<file path="src/design/core_mem_pkg.sv">
`default_nettype none

package core_mem_pkg;

  // Bus widths
  localparam int ADDR_W = 32;
  localparam int DATA_W = 32;
  localparam int BYTE_W = 8;
  localparam int BYTES  = DATA_W / BYTE_W;

  // Cycles between stb seen and ack or err
  localparam int MEM_WAIT = 1;
  localparam int WAIT_W   = (MEM_WAIT > 0) ? $clog2(MEM_WAIT + 1) : 1;

  // Memory depths in words
  localparam int unsigned INSTR_WORDS = 256;
  localparam int unsigned DATA_WORDS  = 512;

  typedef logic [ADDR_W-1:0] addr_t;   // Byte address
  typedef logic [DATA_W-1:0] word_t;
  typedef logic [BYTES-1:0]  sel_t;    // Bit n enables byte n
  typedef logic [WAIT_W-1:0] wait_cnt_t;

  // Core side request held until gnt
  typedef struct packed {
    logic  valid;
    logic  we;
    sel_t  be;
    addr_t addr;
    word_t wdata;
  } core_req_t;

  // One cycle reply to the core
  typedef struct packed {
    logic  gnt;
    logic  rvalid;
    logic  err;
    word_t rdata;
  } core_rsp_t;

  typedef struct packed {
    logic  cyc;
    logic  stb;
    logic  we;
    sel_t  sel;
    addr_t adr;
    word_t dat;
  } wb_req_t;

  typedef struct packed {
    logic  ack;
    logic  err;
    word_t dat;
  } wb_rsp_t;

  typedef enum logic [1:0] {
    BR_IDLE,
    BR_BUS,
    BR_REPLY
  } bridge_state_t;

endpackage

`default_nettype wire
</file>
<file path="src/design/core_wb_bridge.sv">
`timescale 1ns/1ps
`default_nettype none

// One core port to one Wishbone classic master
module core_wb_bridge
  import core_mem_pkg::*;
(
  input  wire logic      clk_core,
  input  wire logic      rst_i,

  input  wire core_req_t core_req_i,
  output core_rsp_t      core_rsp_o,

  output wb_req_t        wb_req_o,
  input  wire wb_rsp_t   wb_rsp_i
);

  bridge_state_t state_q;
  bridge_state_t state_d;

  // Control registers
  logic  bus_q;      // Drives both cyc and stb
  logic  gnt_q;
  logic  rvalid_q;
  logic  err_q;

  // Latched request and reply payload
  logic  we_q;
  sel_t  sel_q;
  addr_t adr_q;
  word_t dat_q;
  word_t rdata_q;

  logic  accept;
  logic  bus_done;

  // Valid is only looked at in idle, so the old item shown during
  // BR_REPLY is never taken twice
  assign accept   = (state_q == BR_IDLE) && core_req_i.valid;
  assign bus_done = (state_q == BR_BUS) && (wb_rsp_i.ack || wb_rsp_i.err);

  always_comb begin
    state_d = state_q;
    unique case (state_q)
      BR_IDLE: begin
        if (accept) begin
          state_d = BR_BUS;
        end
      end
      BR_BUS: begin
        if (bus_done) begin
          state_d = BR_REPLY;
        end
      end
      BR_REPLY: begin
        state_d = BR_IDLE;  // Grant lasts one cycle
      end
      default: begin
        state_d = BR_IDLE;
      end
    endcase
  end

  always_ff @(posedge clk_core) begin
    if (rst_i) begin
      state_q  <= BR_IDLE;
      bus_q    <= 1'b0;
      gnt_q    <= 1'b0;
      rvalid_q <= 1'b0;
      err_q    <= 1'b0;
    end else begin
      state_q  <= state_d;
      gnt_q    <= 1'b0;
      rvalid_q <= 1'b0;
      err_q    <= 1'b0;
      if (accept) begin
        bus_q <= 1'b1;
      end
      if (bus_done) begin
        bus_q    <= 1'b0;
        gnt_q    <= 1'b1;
        err_q    <= wb_rsp_i.err;
        rvalid_q <= wb_rsp_i.ack && !we_q;  // Only acknowledged reads
      end
    end
  end

  // Request fields stay frozen for the whole bus cycle
  always_ff @(posedge clk_core) begin
    if (accept) begin
      we_q  <= core_req_i.we;
      sel_q <= core_req_i.be;
      adr_q <= core_req_i.addr;
      dat_q <= core_req_i.wdata;
    end
    if (bus_done && !we_q) begin
      rdata_q <= wb_rsp_i.dat;
    end
  end

  assign wb_req_o = '{
    cyc: bus_q,
    stb: bus_q,
    we:  we_q,
    sel: sel_q,
    adr: adr_q,
    dat: dat_q
  };

  assign core_rsp_o = '{
    gnt:    gnt_q,
    rvalid: rvalid_q,
    err:    err_q,
    rdata:  rdata_q
  };

endmodule

`default_nettype wire

</file>
<file path="config.mk">
export PLATFORM = sky130hd
export DESIGN_NAME = core_wb_bridge
export DESIGN_NICKNAME = d
export VERILOG_FILES = /design/src/design/core_mem_pkg.sv /design/src/design/core_wb_bridge.sv
export SDC_FILE = /design/constraint.sdc
export NUM_CORES = 1
export LEC_CHECK = 0
export ABC_CLOCK_PERIOD_IN_PS = 4500
export BUFFER_PORTS_ARGS = -buffer_cell sky130_fd_sc_hd__clkbuf_2
export CORE_ASPECT_RATIO = 0.7
export CORE_MARGIN = 4
export CORE_UTILIZATION = 33
export CTS_CLUSTER_SIZE = 10
export DETAILED_ROUTE_END_ITERATION = 12
export PLACE_DENSITY = 0.69
export SLEW_MARGIN = 40
export SYNTH_ARGS = -nofsm -noshare
export SYNTH_HDL_FRONTEND = slang
export SYNTH_SLANG_ARGS = --single-unit
</file>
<file path="constraint.sdc">
create_clock -name clk_core -period 4.5 [get_ports clk_core]
set_clock_uncertainty 0.2 [all_clocks]
set_input_delay 0.675 -clock clk_core [delete_from_list [all_inputs] [get_ports clk_core]]
set_output_delay 0.675 -clock clk_core [all_outputs]
set_load 0.01 [all_outputs]
</file>
==> results.yml <==
clock_network:
  cts_tree: "yes"
  postCtsHoldBufs: 0
  cts_setup_buffers: 0
  cts.path.max_buffers: 2
  cts-root-buf: "clkbuf_16"
  cts_inserted_buffers: 9
  cts_resized: 0
  htree_num_levels: 3
  clk_latency_ps: 330
  path_clk_slew_ps: 70
  clock_sinks: 107
routing:
  wl_um: 7390
  ant_nets: 0
  via_per_inst: 4.15
  drcViolationCount: 0
  wl_per_cell_um: 15.5
  routed-via-count: 1985
  drtPass1Iterations: 4
  drt_iter0_drc: 63
power_and_ir_drop:
  p_total_mw: 2.06
  ir_worst_vdd_v: 0.000299
  p_per_area_nw_per_um2: 429
  p_leak_nw: 2.07
place:
  place.gp.congestion: 0.743
  portBuffers: 211
  hpwl_um: 5920
  dpl.cell_count: 462
sta:
  hold-worst-slack_ps: 295
  hold_viol_final: 0
  slew_headroom: 0.564
  tightest_slew_ps: 653
  rsz0062_at_grt: "no"
  max_freq_mhz: 457
  finalCritPeriodShare: 0.486
  setup_tns_ps: 0
  slew_violations: 0
  post-route-min-period_ps: 2190
  setup_viol: 0
worst_setup_path:
  cp-endpoint: "adr_q[16]"
  regToRegStartpoint: "state_q[1]"
  crit_chain: "clkbuf_2, nor2b_1, and2b_4, buf_4"
  path_max_fanout: 44
  reg2reg_depth: 3
  cp_slowest_stage_delay_ps: 590
  arrival_ps: 2000
  r2r_setup_slack_ps: 2400
  r2r-end: "adr_q[16]"
  cp_slowest_cell: "and2b_4"
  worstPathRequired_ps: 4310
  end_kind: "flop"
  timing_worst_setup_path_type: "input pin to flop"
  crit_start: "core_req_i[69]"
  startpoint_type: "input pin"
global_routing:
  grt_pass1_wl_um: 11200
  track_usage: 0.126
  grt_pass1_vias: 2137
  grt_overflow: 0
  antenna_found_initial: 0
  grt_max_degree: 45
yosys:
  yosysTopAreaCellShare: 0.913
  syn-num-nets: 233
  synth.most_common_cell: "edfxtp_1"
  synth_edf_count: 101
  yosysSeqAreaShare: 0.949
  synth_flop_cell: "edfxtp_1"
  ys_types: 15
  syn_area_sq_um: 3320
  synth_seq_cells: 107
  syn_area_per_cell_sq_um: 26.2
  synth.largest_area_cell: "edfxtp_1"
  synth_area_leaders: "edfxtp_1 91%, dfxtp_1 3.6%, buf_4 1.4%"
  syn_inst: 127
  synthTopCellsByCount: "101 x edfxtp_1, 6 x buf_4, 6 x dfxtp_1"
  synthArstFlopShare: 0
  yosysWarnings: 0
floorplanning:
  die_h_um: 91.9
  io_pins: 212
  initial_utilization: 0.340
  core_region_area_sq_um: 9760
  fp.dieW_um: 128
  rows: 30
  die_area_sq_um: 11800
status:
  status: "complete, no violations"
layout:
  nNetsFinal: 451
  layout.cells.non_filler: 478
  diodes: 0
  drive_above_1_share: 0.671
  seqCellArea_sq_um: 3150
  fillCellCount: 849
  multi_input_comb_area_sq_um: 130
  syn_to_final_growth_pct: 44.5
hold_path:
  min-delay-path-class: "flop to flop"
flow_run:
  drv_cap: 0
==> metrics by stage <==
stage / utilization / worst slack [ps] / instance area (sq um)
finish: 0.492 / 2310 / 4800
global route: 0.492 / 2220 / 4800
CTS: 0.492 / 2310 / 4800
detailed placement: 0.463 / 1940 / 4510
global placement: 0.462 / 1760 / 4510
floorplan: - / 889 / 3320
==> layout make-up <==
type,count,share of cell area
clock buffer,10,0.0477
multi-input combinational,14,0.0271
tap,128,0.0334
timing repair buffer,213,0.223
clock inverter,6,0.0117
sequential,107,0.657
==> flip-flops by register name, indices dropped and copies added (netlist names) <==
register	count
we_q	1
dat_q	32
rdata_q	32
state_q	2
bus_q	1
adr_q	32
rvalid_q	1
sel_q	4
err_q	1
gnt_q	1
==> worst min path at each step <==
stage | to | depth (start not counted) | slack [ps] | startpoint
floorplan | state_q[0] | 1 | 250 | state_q[1]
finish | state_q[0] | 1 | 290 | state_q[1]
CTS | dat_q[26] | 1 | 290 | core_req_i[26]
global placement | state_q[0] | 1 | 260 | state_q[1]
detailed placement | state_q[0] | 1 | 280 | state_q[1]
global route | rdata_q[11] | 1 | 290 | wb_rsp_i[11]
==> cell usage in the layout (no fill, tap or decap), drive strengths merged <==
cell type / synthesis / routed
a21oi: 1 / 1
and2b: 1 / 1
buf: 6 / 2
clkbuf: 0 / 221
clkinv: 0 / 1
clkinvlp: 0 / 1
dfxtp: 6 / 6
edfxtp: 101 / 101
inv: 0 / 4
mux2i: 1 / 1
nand2b: 1 / 1
nor2: 1 / 1
nor2b: 1 / 1
nor3: 4 / 4
nor3b: 1 / 1
nor4b: 1 / 1
o21ai: 1 / 1
o21bai: 1 / 1
==> kinds of logic (layout without fill, tap and decap cells) <==
| family | count (synthesis) | count (layout) | share of synthesized area |
|---|---|---|---|
| compound gates | 3 | 3 | 0.00527 |
| buf+inv | 6 | 229 | 0.0136 |
| flops | 107 | 107 | 0.949 |
| mux | 1 | 1 | 0.00301 |
| simple gates | 10 | 10 | 0.0290 |
==> layer usage <==
metal	vias up	GRT usage	part of all wire
met3	4	0.0594	0.11
met2	114	0.213	0.51
met4	0	0.0318	0.0035
li1	932	-	-
met1	935	0.143	0.38
met5	-	0	0
==> where the power goes <==
group / leakage [nW] / switching [mW] / internal, mW / total (mW)
registers: 1.00 / 0.0163 / 1.15 / 1.17
logic: 0.928 / 0.0860 / 0.0691 / 0.155
clock network: 0.138 / 0.347 / 0.388 / 0.735
total: 2.07 / 0.450 / 1.61 / 2.06
==> critical path, delay by kind of cell <==
| family | cells | cell delay [ps] |
|---|---|---|
| and+or+nand+nor | 2 | 760 |
| buffers and inverters | 2 | 510 |
(Power assumes the default switching activity.)
